File: src/logic/PipelinePkg.sv
package PipelinePkg;

    // Widths with a meaning
    typedef logic [4:0]  regIdx;
    typedef logic [31:0] word;
    typedef logic [31:0] instrWord;
    typedef logic [31:0] pcValue;

    // ALU operations
    typedef enum logic [2:0] {
        aluAdd = 3'd0,
        aluSub = 3'd1,
        aluAnd = 3'd2,
        aluOr  = 3'd3,
        aluSlt = 3'd4
    } aluOp;

    // Primary opcodes
    localparam logic [5:0] opR    = 6'h00;
    localparam logic [5:0] opAddi = 6'h08;
    localparam logic [5:0] opLw   = 6'h23;
    localparam logic [5:0] opSw   = 6'h2B;
    localparam logic [5:0] opBeq  = 6'h04;

    // R-type function codes
    localparam logic [5:0] fnAdd = 6'h20;
    localparam logic [5:0] fnSub = 6'h22;
    localparam logic [5:0] fnAnd = 6'h24;
    localparam logic [5:0] fnOr  = 6'h25;
    localparam logic [5:0] fnSlt = 6'h2A;

    // All zero means nop
    typedef struct packed {
        logic regWrite;
        logic memRead;
        logic memWrite;
        logic aluSrc;
        logic branch;
        aluOp aluOp;
        logic regDst;
    } ctrlBits;

    typedef struct packed {
        logic     valid;
        pcValue   pc;
        instrWord instr;
    } ifIdReg;

    // rd is the selected destination (rt for I-type)
    typedef struct packed {
        logic    valid;
        ctrlBits ctrl;
        regIdx   rs;
        regIdx   rt;
        regIdx   rd;
        word     rsVal;
        word     rtVal;
        word     imm;
    } idExReg;

    typedef struct packed {
        logic    valid;
        ctrlBits ctrl;
        regIdx   rd;
        word     aluOut;
        word     storeVal;
    } exMemReg;

    typedef struct packed {
        logic    valid;
        ctrlBits ctrl;
        regIdx   rd;
        word     result;
    } memWbReg;

endpackage

File: src/logic/ForwardingUnit.sv
`timescale 1ns/1ps

module ForwardingUnit (
    input  PipelinePkg::regIdx exRs,
    input  PipelinePkg::regIdx exRt,
    input  PipelinePkg::regIdx idRs,
    input  PipelinePkg::regIdx idRt,
    input  PipelinePkg::regIdx memRd,
    input  PipelinePkg::regIdx wbRd,
    input  logic               aluSrc,
    input  logic               memWriteEx,
    input  logic               regWriteMem,
    input  logic               memReadMem,
    input  logic               memWriteMem,
    input  logic               regWriteWb,
    input  logic               branch,
    output logic [1:0]         forwardA,
    output logic [1:0]         forwardB,
    output logic               forwardC,
    output logic               forwardD,
    output logic               forwardE,
    output logic               forwardF
);

    logic memLive;
    logic wbLive;

    // Producer stages that actually write a real register
    assign memLive = regWriteMem && (memRd != '0);
    assign wbLive  = regWriteWb && (wbRd != '0);

    always_comb begin
        // ALU operand A, Mem has priority
        if (memLive && (memRd == exRs)) begin
            forwardA = 2'b10;
        end else if (wbLive && (wbRd == exRs)) begin
            forwardA = 2'b01;
        end else begin
            forwardA = 2'b00;
        end

        // ALU operand B only when it is a register
        if (memLive && (memRd == exRt) && !aluSrc) begin
            forwardB = 2'b10;
        end else if (wbLive && (wbRd == exRt) && !aluSrc) begin
            forwardB = 2'b01;
        end else begin
            forwardB = 2'b00;
        end

        // Store data in Ex from Wb
        forwardC = memWriteEx && wbLive && (wbRd == exRt);
        // Store data in Mem from Wb
        forwardD = memWriteMem && wbLive && (wbRd == memRd);

        // Branch compare from Mem ALU result, loads excluded
        forwardE = branch && memLive && !memReadMem && (memRd == idRs);
        forwardF = branch && memLive && !memReadMem && (memRd == idRt);
    end

endmodule

File: src/logic/HazardDetector.sv
`timescale 1ns/1ps

module HazardDetector (
    input  PipelinePkg::regIdx idRs,
    input  PipelinePkg::regIdx idRt,
    input  PipelinePkg::regIdx exRd,
    input  PipelinePkg::regIdx memRd,
    input  logic               idReadsRt,
    input  logic               idBranch,
    input  logic               exMemRead,
    input  logic               exRegWrite,
    input  logic               memMemRead,
    output logic               stall
);

    logic exHitsId;
    logic memHitsId;
    logic loadUse;
    logic branchOnEx;
    logic branchOnMem;

    // Source matches against a non-zero destination
    assign exHitsId  = (exRd != '0) && ((exRd == idRs) || (exRd == idRt));
    assign memHitsId = (memRd != '0) && ((memRd == idRs) || (memRd == idRt));

    // Load in Ex feeding decode, rt only if read
    assign loadUse = exMemRead && (exRd != '0) &&
                     ((exRd == idRs) || (idReadsRt && (exRd == idRt)));

    // Branch needs operands in decode
    assign branchOnEx  = idBranch && exRegWrite && exHitsId;
    // Load data only arrives at Wb
    assign branchOnMem = idBranch && memMemRead && memHitsId;

    assign stall = loadUse || branchOnEx || branchOnMem;

endmodule

File: src/logic/ControlDecoder.sv
`timescale 1ns/1ps

module ControlDecoder (
    input  PipelinePkg::instrWord instr,
    output PipelinePkg::ctrlBits  ctrl,
    output logic                  readsRt
);

    logic [5:0] opcode;
    logic [5:0] funct;

    assign opcode = instr[31:26];
    assign funct  = instr[5:0];

    always_comb begin
        ctrl    = '0;
        readsRt = 1'b0;
        case (opcode)
            PipelinePkg::opR: begin
                readsRt = 1'b1;
                ctrl.regWrite = 1'b1;
                ctrl.regDst   = 1'b1;
                case (funct)
                    PipelinePkg::fnAdd: ctrl.aluOp = PipelinePkg::aluAdd;
                    PipelinePkg::fnSub: ctrl.aluOp = PipelinePkg::aluSub;
                    PipelinePkg::fnAnd: ctrl.aluOp = PipelinePkg::aluAnd;
                    PipelinePkg::fnOr:  ctrl.aluOp = PipelinePkg::aluOr;
                    PipelinePkg::fnSlt: ctrl.aluOp = PipelinePkg::aluSlt;
                    // Unsupported function, nop
                    default: ctrl = '0;
                endcase
            end
            PipelinePkg::opAddi: begin
                ctrl.regWrite = 1'b1;
                ctrl.aluSrc   = 1'b1;
            end
            PipelinePkg::opLw: begin
                ctrl.regWrite = 1'b1;
                ctrl.memRead  = 1'b1;
                ctrl.aluSrc   = 1'b1;
            end
            PipelinePkg::opSw: begin
                readsRt = 1'b1;
                ctrl.memWrite = 1'b1;
                ctrl.aluSrc   = 1'b1;
            end
            PipelinePkg::opBeq: begin
                // Compare happens in decode
                readsRt = 1'b1;
                ctrl.branch = 1'b1;
                ctrl.aluOp  = PipelinePkg::aluSub;
            end
            default: ctrl = '0;
        endcase
    end

endmodule

File: src/logic/RegisterFile.sv
`timescale 1ns/1ps

module RegisterFile (
    input  logic               Clk,
    input  logic               rst,
    input  PipelinePkg::regIdx raddrA,
    input  PipelinePkg::regIdx raddrB,
    input  logic               we,
    input  PipelinePkg::regIdx waddr,
    input  PipelinePkg::word   wdata,
    output PipelinePkg::word   rdataA,
    output PipelinePkg::word   rdataB
);

    PipelinePkg::word regs [32];

    always_ff @(posedge Clk) begin
        if (rst) begin
            for (int i = 0; i < 32; i++) begin
                regs[i] <= '0;
            end
        end else if (we && (waddr != '0)) begin
            regs[waddr] <= wdata;
        end
    end

    // Reg 0 reads zero, a same-cycle write shows through
    always_comb begin
        if (raddrA == '0) begin
            rdataA = '0;
        end else if (we && (waddr == raddrA)) begin
            rdataA = wdata;
        end else begin
            rdataA = regs[raddrA];
        end
        if (raddrB == '0) begin
            rdataB = '0;
        end else if (we && (waddr == raddrB)) begin
            rdataB = wdata;
        end else begin
            rdataB = regs[raddrB];
        end
    end

endmodule

File: src/logic/Alu.sv
`timescale 1ns/1ps

module Alu (
    input  PipelinePkg::aluOp op,
    input  PipelinePkg::word  a,
    input  PipelinePkg::word  b,
    output PipelinePkg::word  y
);

    always_comb begin
        case (op)
            // Wraps, no overflow trap
            PipelinePkg::aluAdd: y = a + b;
            PipelinePkg::aluSub: y = a - b;
            PipelinePkg::aluAnd: y = a & b;
            PipelinePkg::aluOr:  y = a | b;
            // Signed compare
            PipelinePkg::aluSlt: begin
                y = ($signed(a) < $signed(b)) ? 32'd1 : 32'd0;
            end
            default: y = '0;
        endcase
    end

endmodule

File: src/logic/PipelineCore.sv
`timescale 1ns/1ps

module PipelineCore #(
    parameter int LenBits = 7
) (
    input  logic                  Clk,
    input  logic                  rst,
    input  logic [LenBits-1:0]    progLen,
    input  PipelinePkg::instrWord imemData,
    input  PipelinePkg::word      dmemRdata,
    output PipelinePkg::pcValue   imemAddr,
    output PipelinePkg::word      dmemAddr,
    output PipelinePkg::word      dmemWdata,
    output logic                  dmemWe,
    output logic                  wbValid,
    output PipelinePkg::regIdx    wbReg,
    output PipelinePkg::word      wbData
);

    PipelinePkg::pcValue  pc;
    PipelinePkg::ifIdReg  ifId;
    PipelinePkg::idExReg  idEx;
    PipelinePkg::exMemReg exMem;
    PipelinePkg::memWbReg memWb;

    logic                  fetchValid;
    PipelinePkg::instrWord idInstr;
    PipelinePkg::ctrlBits  idCtrl;
    logic                  idReadsRt;
    PipelinePkg::regIdx    idRs, idRt, idRdField, idDest;
    PipelinePkg::word      idImm, rdataA, rdataB, brA, brB;
    PipelinePkg::pcValue   branchTarget;
    logic                  branchTaken, stall, wbWe;
    logic [1:0]            forwardA, forwardB;
    logic                  forwardC, forwardD, forwardE, forwardF;
    PipelinePkg::word      exA, exRtFwd, exB, aluOut, exStore, memResult;

    ////////////////////////////////////////////////////////////
    // Fetch
    ////////////////////////////////////////////////////////////

    assign imemAddr = pc;
    // Bubbles once past the loaded program
    assign fetchValid = (pc >> 2) < PipelinePkg::pcValue'(progLen);

    always_ff @(posedge Clk) begin
        if (rst) begin
            pc   <= '0;
            ifId <= '0;
        end else if (!stall) begin
            if (branchTaken) begin
                // Drop the instruction fetched behind the branch
                pc         <= branchTarget;
                ifId.valid <= 1'b0;
            end else begin
                ifId.valid <= fetchValid;
                ifId.pc    <= pc;
                ifId.instr <= imemData;
                if (fetchValid) begin
                    pc <= pc + 32'd4;
                end
            end
        end
    end

    ////////////////////////////////////////////////////////////
    // Decode, register read and branch resolve
    ////////////////////////////////////////////////////////////

    // Empty slot decodes as nop
    assign idInstr   = ifId.valid ? ifId.instr : '0;
    assign idRs      = idInstr[25:21];
    assign idRt      = idInstr[20:16];
    assign idRdField = idInstr[15:11];
    assign idImm     = {{16{idInstr[15]}}, idInstr[15:0]};
    assign idDest    = idCtrl.regDst ? idRdField : idRt;

    ControlDecoder decoder (.instr(idInstr), .ctrl(idCtrl), .readsRt(idReadsRt));

    RegisterFile regFile (
        .Clk(Clk), .rst(rst),
        .raddrA(idRs), .raddrB(idRt),
        .we(wbWe), .waddr(memWb.rd), .wdata(memWb.result),
        .rdataA(rdataA), .rdataB(rdataB)
    );

    HazardDetector hazard (
        .idRs(idRs), .idRt(idRt), .exRd(idEx.rd), .memRd(exMem.rd),
        .idReadsRt(idReadsRt), .idBranch(idCtrl.branch),
        .exMemRead(idEx.ctrl.memRead), .exRegWrite(idEx.ctrl.regWrite),
        .memMemRead(exMem.ctrl.memRead), .stall(stall)
    );

    // Wb values already arrive through the register file
    assign brA = forwardE ? exMem.aluOut : rdataA;
    assign brB = forwardF ? exMem.aluOut : rdataB;
    assign branchTaken  = idCtrl.branch && (brA == brB);
    assign branchTarget = ifId.pc + 32'd4 + {idImm[29:0], 2'b00};

    always_ff @(posedge Clk) begin
        if (rst || stall) begin
            // Stall slips a bubble into Ex
            idEx <= '0;
        end else begin
            idEx.valid <= ifId.valid;
            idEx.ctrl  <= idCtrl;
            idEx.rs    <= idRs;
            idEx.rt    <= idRt;
            idEx.rd    <= idDest;
            idEx.rsVal <= rdataA;
            idEx.rtVal <= rdataB;
            idEx.imm   <= idImm;
        end
    end

    ////////////////////////////////////////////////////////////
    // Execute
    ////////////////////////////////////////////////////////////

    ForwardingUnit forwarding (
        .exRs(idEx.rs), .exRt(idEx.rt), .idRs(idRs), .idRt(idRt),
        .memRd(exMem.rd), .wbRd(memWb.rd),
        .aluSrc(idEx.ctrl.aluSrc), .memWriteEx(idEx.ctrl.memWrite),
        .regWriteMem(exMem.ctrl.regWrite), .memReadMem(exMem.ctrl.memRead),
        .memWriteMem(exMem.ctrl.memWrite), .regWriteWb(memWb.ctrl.regWrite),
        .branch(idCtrl.branch),
        .forwardA(forwardA), .forwardB(forwardB), .forwardC(forwardC),
        .forwardD(forwardD), .forwardE(forwardE), .forwardF(forwardF)
    );

    // 10 from Mem, 01 from Wb
    assign exA = (forwardA == 2'b10) ? exMem.aluOut :
                 (forwardA == 2'b01) ? memWb.result : idEx.rsVal;
    assign exRtFwd = (forwardB == 2'b10) ? exMem.aluOut :
                     (forwardB == 2'b01) ? memWb.result : idEx.rtVal;
    assign exB     = idEx.ctrl.aluSrc ? idEx.imm : exRtFwd;
    // A Mem producer is caught by forwardD a cycle later
    assign exStore = forwardC ? memWb.result : idEx.rtVal;

    Alu alu (.op(idEx.ctrl.aluOp), .a(exA), .b(exB), .y(aluOut));

    always_ff @(posedge Clk) begin
        if (rst) begin
            exMem <= '0;
        end else begin
            exMem.valid    <= idEx.valid;
            exMem.ctrl     <= idEx.ctrl;
            exMem.rd       <= idEx.rd;
            exMem.aluOut   <= aluOut;
            exMem.storeVal <= exStore;
        end
    end

    ////////////////////////////////////////////////////////////
    // Memory and writeback
    ////////////////////////////////////////////////////////////

    assign dmemAddr  = exMem.aluOut;
    assign dmemWe    = exMem.valid && exMem.ctrl.memWrite;
    assign dmemWdata = forwardD ? memWb.result : exMem.storeVal;
    assign memResult = exMem.ctrl.memRead ? dmemRdata : exMem.aluOut;

    always_ff @(posedge Clk) begin
        if (rst) begin
            memWb <= '0;
        end else begin
            memWb.valid  <= exMem.valid;
            memWb.ctrl   <= exMem.ctrl;
            memWb.rd     <= exMem.rd;
            memWb.result <= memResult;
        end
    end

    assign wbWe    = memWb.valid && memWb.ctrl.regWrite;
    // Writes to r0 are not reported
    assign wbValid = wbWe && (memWb.rd != '0);
    assign wbReg   = memWb.rd;
    assign wbData  = memWb.result;

endmodule

File: config.mk
export PLATFORM = sky130hd
export DESIGN_NAME = PipelineCore
export DESIGN_NICKNAME = d
export VERILOG_FILES = /design/src/logic/PipelinePkg.sv /design/src/logic/ForwardingUnit.sv /design/src/logic/HazardDetector.sv /design/src/logic/ControlDecoder.sv /design/src/logic/RegisterFile.sv /design/src/logic/Alu.sv /design/src/logic/PipelineCore.sv
export SDC_FILE = /design/constraint.sdc
export NUM_CORES = 2
export LEC_CHECK = 0
export CELL_PAD_IN_SITES_DETAIL_PLACEMENT = 1
export CELL_PAD_IN_SITES_GLOBAL_PLACEMENT = 1
export CORE_AREA = 2 2 395 397
export CTS_BUF_LIST = sky130_fd_sc_hd__clkbuf_8 sky130_fd_sc_hd__clkbuf_16
export CTS_CLUSTER_DIAMETER = 80
export DETAILED_ROUTE_END_ITERATION = 10
export DIE_AREA = 0 0 397 399
export DONT_BUFFER_PORTS = 1
export PLACE_DENSITY_LB_ADDON = 0.1
export RECOVER_POWER = 25
export SYNTH_ARGS = -nofsm -noshare
export SYNTH_HDL_FRONTEND = slang
export SYNTH_SLANG_ARGS = --single-unit
export TNS_END_PERCENT = 5
File: constraint.sdc
create_clock -name Clk -period 6.3 [get_ports Clk]
set_clock_uncertainty 0.05 [all_clocks]
set_input_delay 0.63 -clock Clk [delete_from_list [all_inputs] [get_ports Clk]]
set_output_delay 0.63 -clock Clk [all_outputs]
set_load 0.02 [all_outputs]
# After elaboration in Yosys (flattened, before gate mapping)

Memory sizes are Yosys's and may differ from the RTL's.
Cells that the tools add are included.

Register bits: 312
Bits in writable memories: 1024
Input bits: 73
Output and inout port bits: 135
Word-level logic and storage cells: 165
Memories: 1

Add/subtract/negate cells: 5
$lt $le $gt $ge: 2
Equality and inequality tests: 29
Multiplexer cells: 43
Bitwise operators: 4
Reductions and logical operators: 54

Memories:

| memory       | depth | width | read ports | clocked after memory_dff | wr ports | RTL line           | RTL |
|---|---|---|---|---|---|---|---|
| regFile.regs | 32    | 32    | 2          | 0                        | 32       | RegisterFile.sv:15 | `PipelinePkg::word regs [32];` |

Operators by type and width:

| operator                                      | count |
|---|---|
| two-way mux 32 bit                            | 18 |
| case mux 32 bit (5 select lines)              | 1 |
| adder 32 x 3 -> 32 bit, second input constant | 2 |
| adder 32 bit                                  | 2 |
| == test 5 bit                                 | 11 |
| == test 6 bit, second input constant          | 7 |
| bitwise AND 32 bit                            | 1 |
| == test 32 bit                                | 1 |
| less-than comparator 32 bit                   | 1 |
| bitwise OR 32 bit                             | 1 |
| OR reduction 32 bit                           | 1 |
| subtractor 32 bit                             | 1 |
| logical AND 1 bit                             | 31 |
| less-than comparator 30 x 7 -> 1 bit          | 1 |
| two-way mux 5 bit                             | 3 |
| nonzero test 5 bit                            | 3 |
| two-way mux 1 bit                             | 13 |
| case mux 3 bit (4 select lines)               | 1 |
| zero test 5 bit                               | 2 |
| case mux 1 bit (2 select lines)               | 4 |
| case mux 4 bit (2 select lines)               | 1 |
| == test 3 x 2 -> 1 bit, second input constant | 2 |
| == test 6 x 3 -> 1 bit, second input constant | 1 |
| == test 6 x 4 -> 1 bit, second input constant | 1 |
| 15 further kinds                              | 27 |

# Longest topological paths before layout

Word-level depth: 13
Gate-level depth with buffers: 26
Gate-level depth less buffers: 23

# By module

A second synthesis with hierarchy kept.

Cells, all modules: 6472
Area total of the unflattened synthesis: 76687.3 um^2

By module, submodules not included:

| module         | times used | cells each | area each (um^2) |
|---|---|---|---|
| RegisterFile   | 1          | 3740       | 54722.5 |
| PipelineCore   | 1          | 1862       | 16092.9 |
| Alu            | 1          | 738        | 4833.4 |
| ForwardingUnit | 1          | 64         | 518.0 |
| HazardDetector | 1          | 37         | 290.3 |
| ControlDecoder | 1          | 31         | 230.2 |

# Worst setup path after synthesis

OpenSTA, ideal clock, no wires.

Kind: reg-to-reg
From: reg ifId[64] (netlist name)
To: reg pc[31], in the netlist imemAddr[31]
Arrival time: 5.676 ns
Required time: 6.149 ns
Setup slack: 0.473 ns
Cell stages (with the launch flop): 26
Path buffers: 8
Path through: dfxtp_1 -> buf_4 -> buf_6 -> buf_2 -> buf_2 -> clkbuf_1 -> clkbuf_1 -> clkbuf_1 -> clkbuf_1 -> and2_1 -> ha_1 -> ha_1 -> fa_1 -> a211oi_1 -> o211ai_1 -> a21bo_2 -> a41o_1 -> o41ai_1 -> o21ai_0 -> a221o_1 -> nand2_1 -> a21oi_1 -> or2_2 -> a31oi_1 -> xnor2_1 -> o41ai_1

Elaborated cells on any way between the ends: 48
Those cells by class: add/sub (1); eq/ne (9); mux (10); bitwise (1); reduce/logical (26); memory (1)

RTL lines:

| element              | RTL line            | RTL |
|---|---|---|
| from (decl)          | PipelineCore.sv:21  | `PipelinePkg::ifIdReg ifId;` |
| two-way mux 32 bit   | PipelineCore.sv:71  | `assign idInstr = ifId.valid ? ifId.instr : '0;` |
| net decoder.instr[1] | ControlDecoder.sv:4 | `input PipelinePkg::instrWord instr,` |
| adder 32 bit         | PipelineCore.sv:98  | `assign branchTarget = ifId.pc + 32'd4 + {idImm[29:0], 2'b00};` |
| two-way mux 32 bit   | PipelineCore.sv:51  | `if (branchTaken) begin` |
| to (signal assigned) | PipelineCore.sv:53  | `pc <= branchTarget;` |
| to (signal assigned) | PipelineCore.sv:60  | `pc <= pc + 32'd4;` |
| to (decl)            | PipelineCore.sv:20  | `PipelinePkg::pcValue pc;` |

The timed path passes the listed nets, and every way through them passes these cells.
A chain may end at the register's enable or synchronous reset.

# Worst setup path after layout

From: reg ifId[64] (netlist name)
To: reg pc[4], in the netlist imemAddr[4]

Cells in the longest elaborated chain, start to end: 11
Elaborated cells on any way between the ends: 48
Those cells by class: add/sub (1); eq/ne (9); mux (10); bitwise (1); reduce/logical (26); memory (1)

RTL lines:

| element                                                            | RTL line |
|---|---|
| two-way mux 32 bit (*)                                             | PipelineCore.sv:71 |
| branches (longest 10 deep; another with memory read (32 x 32 bit)) | -- |

Every way passes the cells marked *.

==> flow_summary.yaml <==
clock_network:
  clkSinkCount: 1336
  cts.clk_slew.worst_paths_ps: 60
  htree_levels: 4
  cts_buffers: 155
  clk_path_buf_depth: 3
  cts_tree: "done"
  clk_latency_ps: 830
  cts_root_buf: "clkbuf_16"
power:
  ir_drop_v: 0.000305
  powerDensity_mw_per_mm2: 256
  p_leak_nw: 33.2
min_path:
  min_path_type: "input port to flop"
sta:
  rsz0062_at_grt: "no"
  finalCriticalPeriod_ps: 6270
  tightest_slew_ps: 3520
  period_share: 0.995
  hold_viol: 0
  tns_ps: 0
  relSlewSlack: -1.35
  setup_viol: 0
  clock.fmax_mhz: 159
  worst_slack_ps: 30.1
  slew_viol_final: 838
synth:
  synthesis.area_mm2: 0.0797
  async_reset_ff_frac: 0
  yosysWarningCount: 0
  seq_area_frac_synth: 0.464
  ys_seq_elements: 1336
  synth_cell_type_count: 105
  syn_area_per_cell_um2: 10.6
  yosysTopAreaCell: "edfxtp_1"
  syn_inst: 7552
  synth_most_common_cell: "edfxtp_1"
  synth_top_cell_area_share: 0.386
  synth.area.top_cells: "edfxtp_1 (39%), dfxtp_1 (7.8%), and2_1 (7.8%)"
  ys_top_cells_by_count: "edfxtp_1 (1024), and2_1 (992), mux2i_1 (619)"
  synth_edf_count: 1024
  ys.flop_type: "edfxtp_1"
grt:
  grt_pass1_wl_um: 510000
  grt_pass1_vias: 67900
  antenna_found_initial: 33
  grt_max_degree: 207
  grt_usage: 0.453
  grt_overflow: 0
finish:
  finalNonFillerCells: 9699
  syn2layout_area_growth_pct: 11.1
  final_nets: 7771
  drive_gt1_frac: 0.146
place:
  placed_cells: 9342
  io_buffers: 0
  place_congestion: 1.03
  dp_hpwl_um: 249000
  dp_slack_ps: -14.6
drt:
  drc: 0
  via_per_inst: 7.04
  wl_per_cell_um: 38.0
  ant_nets: 0
  dr_total_vias: 68300
  finalWirelength_um: 369000
  dr.pass1.iters: 7
  first_iter_violations: 10300
die:
  fp-row-count: 144
  dieArea_mm2: 0.158
  pin_count: 208
  coreArea_mm2: 0.154
  start_util: 0.519
  die_x_um: 397
  die_y_um: 399
critical_path:
  crit_fanout: 43
  worstSetupPathType: "flop to flop"
  end_kind: "flop"
  cp.required_ps: 7010
  cp.arrival_ps: 6980
  cp-start-kind: "flop"
run_status:
  violations: "max-capacitance violations, max-slew violations"
  run_status: "complete, but fails checks"
job:
  maxCapViolations: 27
[cells in the final DEF (no fill, tap or decap), types with 76 or more instances in the layout]
cell type	n
a211oi_1	148
a21oi_1	240
a221oi_1	79
a22oi_1	79
and2_0	227
and2_1	764
and3_1	84
buf_4	429
clkbuf_16	160
dfxtp_1	297
edfxtp_1	1024
ha_1	174
inv_1	162
mux2_2	173
mux2i_1	619
mux4_2	76
nand2_1	378
nand2b_1	192
nand3_1	93
nor2_1	352
nor2b_1	113
nor3_1	102
o21ai_0	229
o22ai_1	115
xnor2_1	94
[cell families (layout without fill, tap and decap cells)]
logic type | after synthesis | in the layout | synth area share
and+or+nand+nor | 2581 | 2581 | 0.178
buffers and inverters | 918 | 980 | 0.0537
adders and majority gates | 177 | 177 | 0.0281
xor gates and xnor gates | 128 | 128 | 0.0141
AOI/OAI and AO/OA | 1541 | 1541 | 0.138
other | 1 | 42 | 0.0000470
DFF | 1336 | 1336 | 0.464
muxes | 870 | 870 | 0.124
[routing by layer]
metal  vias up  global-route usage  share of wire
li1      27500                   -              -
met2      4918               0.655           0.42
met1     34600               0.567           0.36
met4        24               0.276          0.075
met3      1248               0.184           0.14
met5         -                   0        0.00045
[report_power, final]
group	switching (W)	internal (W)	leakage [nW]
Combinational	0.00233	0.00115	17.5
Sequential	0.000405	0.00980	13.1
Clock	0.00393	0.00503	2.53
Total	0.00667	0.0160	33.2
[area by class of cell]
class,count,area (µm²)
fillers,16200,65100
clock buffers,166,4090
clock inverters,115,792
flip-flops and latches,1336,37000
diodes,10,25.0
inverters,130,488
repair buffers,569,4810
multi-input cells,5329,38800
well taps,2044,2560
[stage by stage]
stage | util | power (W) | instance area (µm²) | hold slack [ps]
floorplan | - | 0.0121 | 79800 | 364
global placement | 0.541 | 0.0135 | 83100 | 380
detailed placement | 0.541 | 0.0136 | 83200 | 395
CTS | 0.577 | 0.0224 | 88700 | 6.50
global route | 0.576 | 0.0230 | 88600 | 11.2
finish | 0.576 | 0.0226 | 88600 | 29.7
[final timing paths]
check                    start     endpoint  slack, ps  depth (start not counted)
hold reg to reg      exMem[78]    memWb[46]        410                          1
setup reg to reg      ifId[64]  imemAddr[4]         30                         17
setup / recovery      ifId[64]  imemAddr[4]         30                         17
hold / removal    imemData[19]     ifId[19]         30                          2
[registers in the layout (all words and copies together), names as in the netlist]
name and cells:
wbData 32, memWb 2, imemAddr 32, idEx 103
wbReg 5, dmemAddr 32, regFile.regs 1024, ifId 65
exMem 41
[worst max-delay path, cell delays in order, from the launching register on]
cell and delay [ps]:
dfxtp_4 790, and2_4 710, buf_4 400, mux2_2 380, o2111ai_1 940, o32ai_1 180, buf_4 260, mux2i_1 330
nor2_1 140, or3_1 350, o2111ai_1 100, o211ai_1 130, nor4_1 190, nand4_1 160, buf_4 220, buf_12 170
or4b_1 500, nand3_1 110
[timing repair]
action,in CTS,in global routing
resized for setup,1,8
pin swaps,0,1
setup endpoints to repair,2,7
hold buffers,65,0
hold endpoints to repair,189,0
setup buffers,0,1
Note: power is estimated with default switching activity, not from simulation.
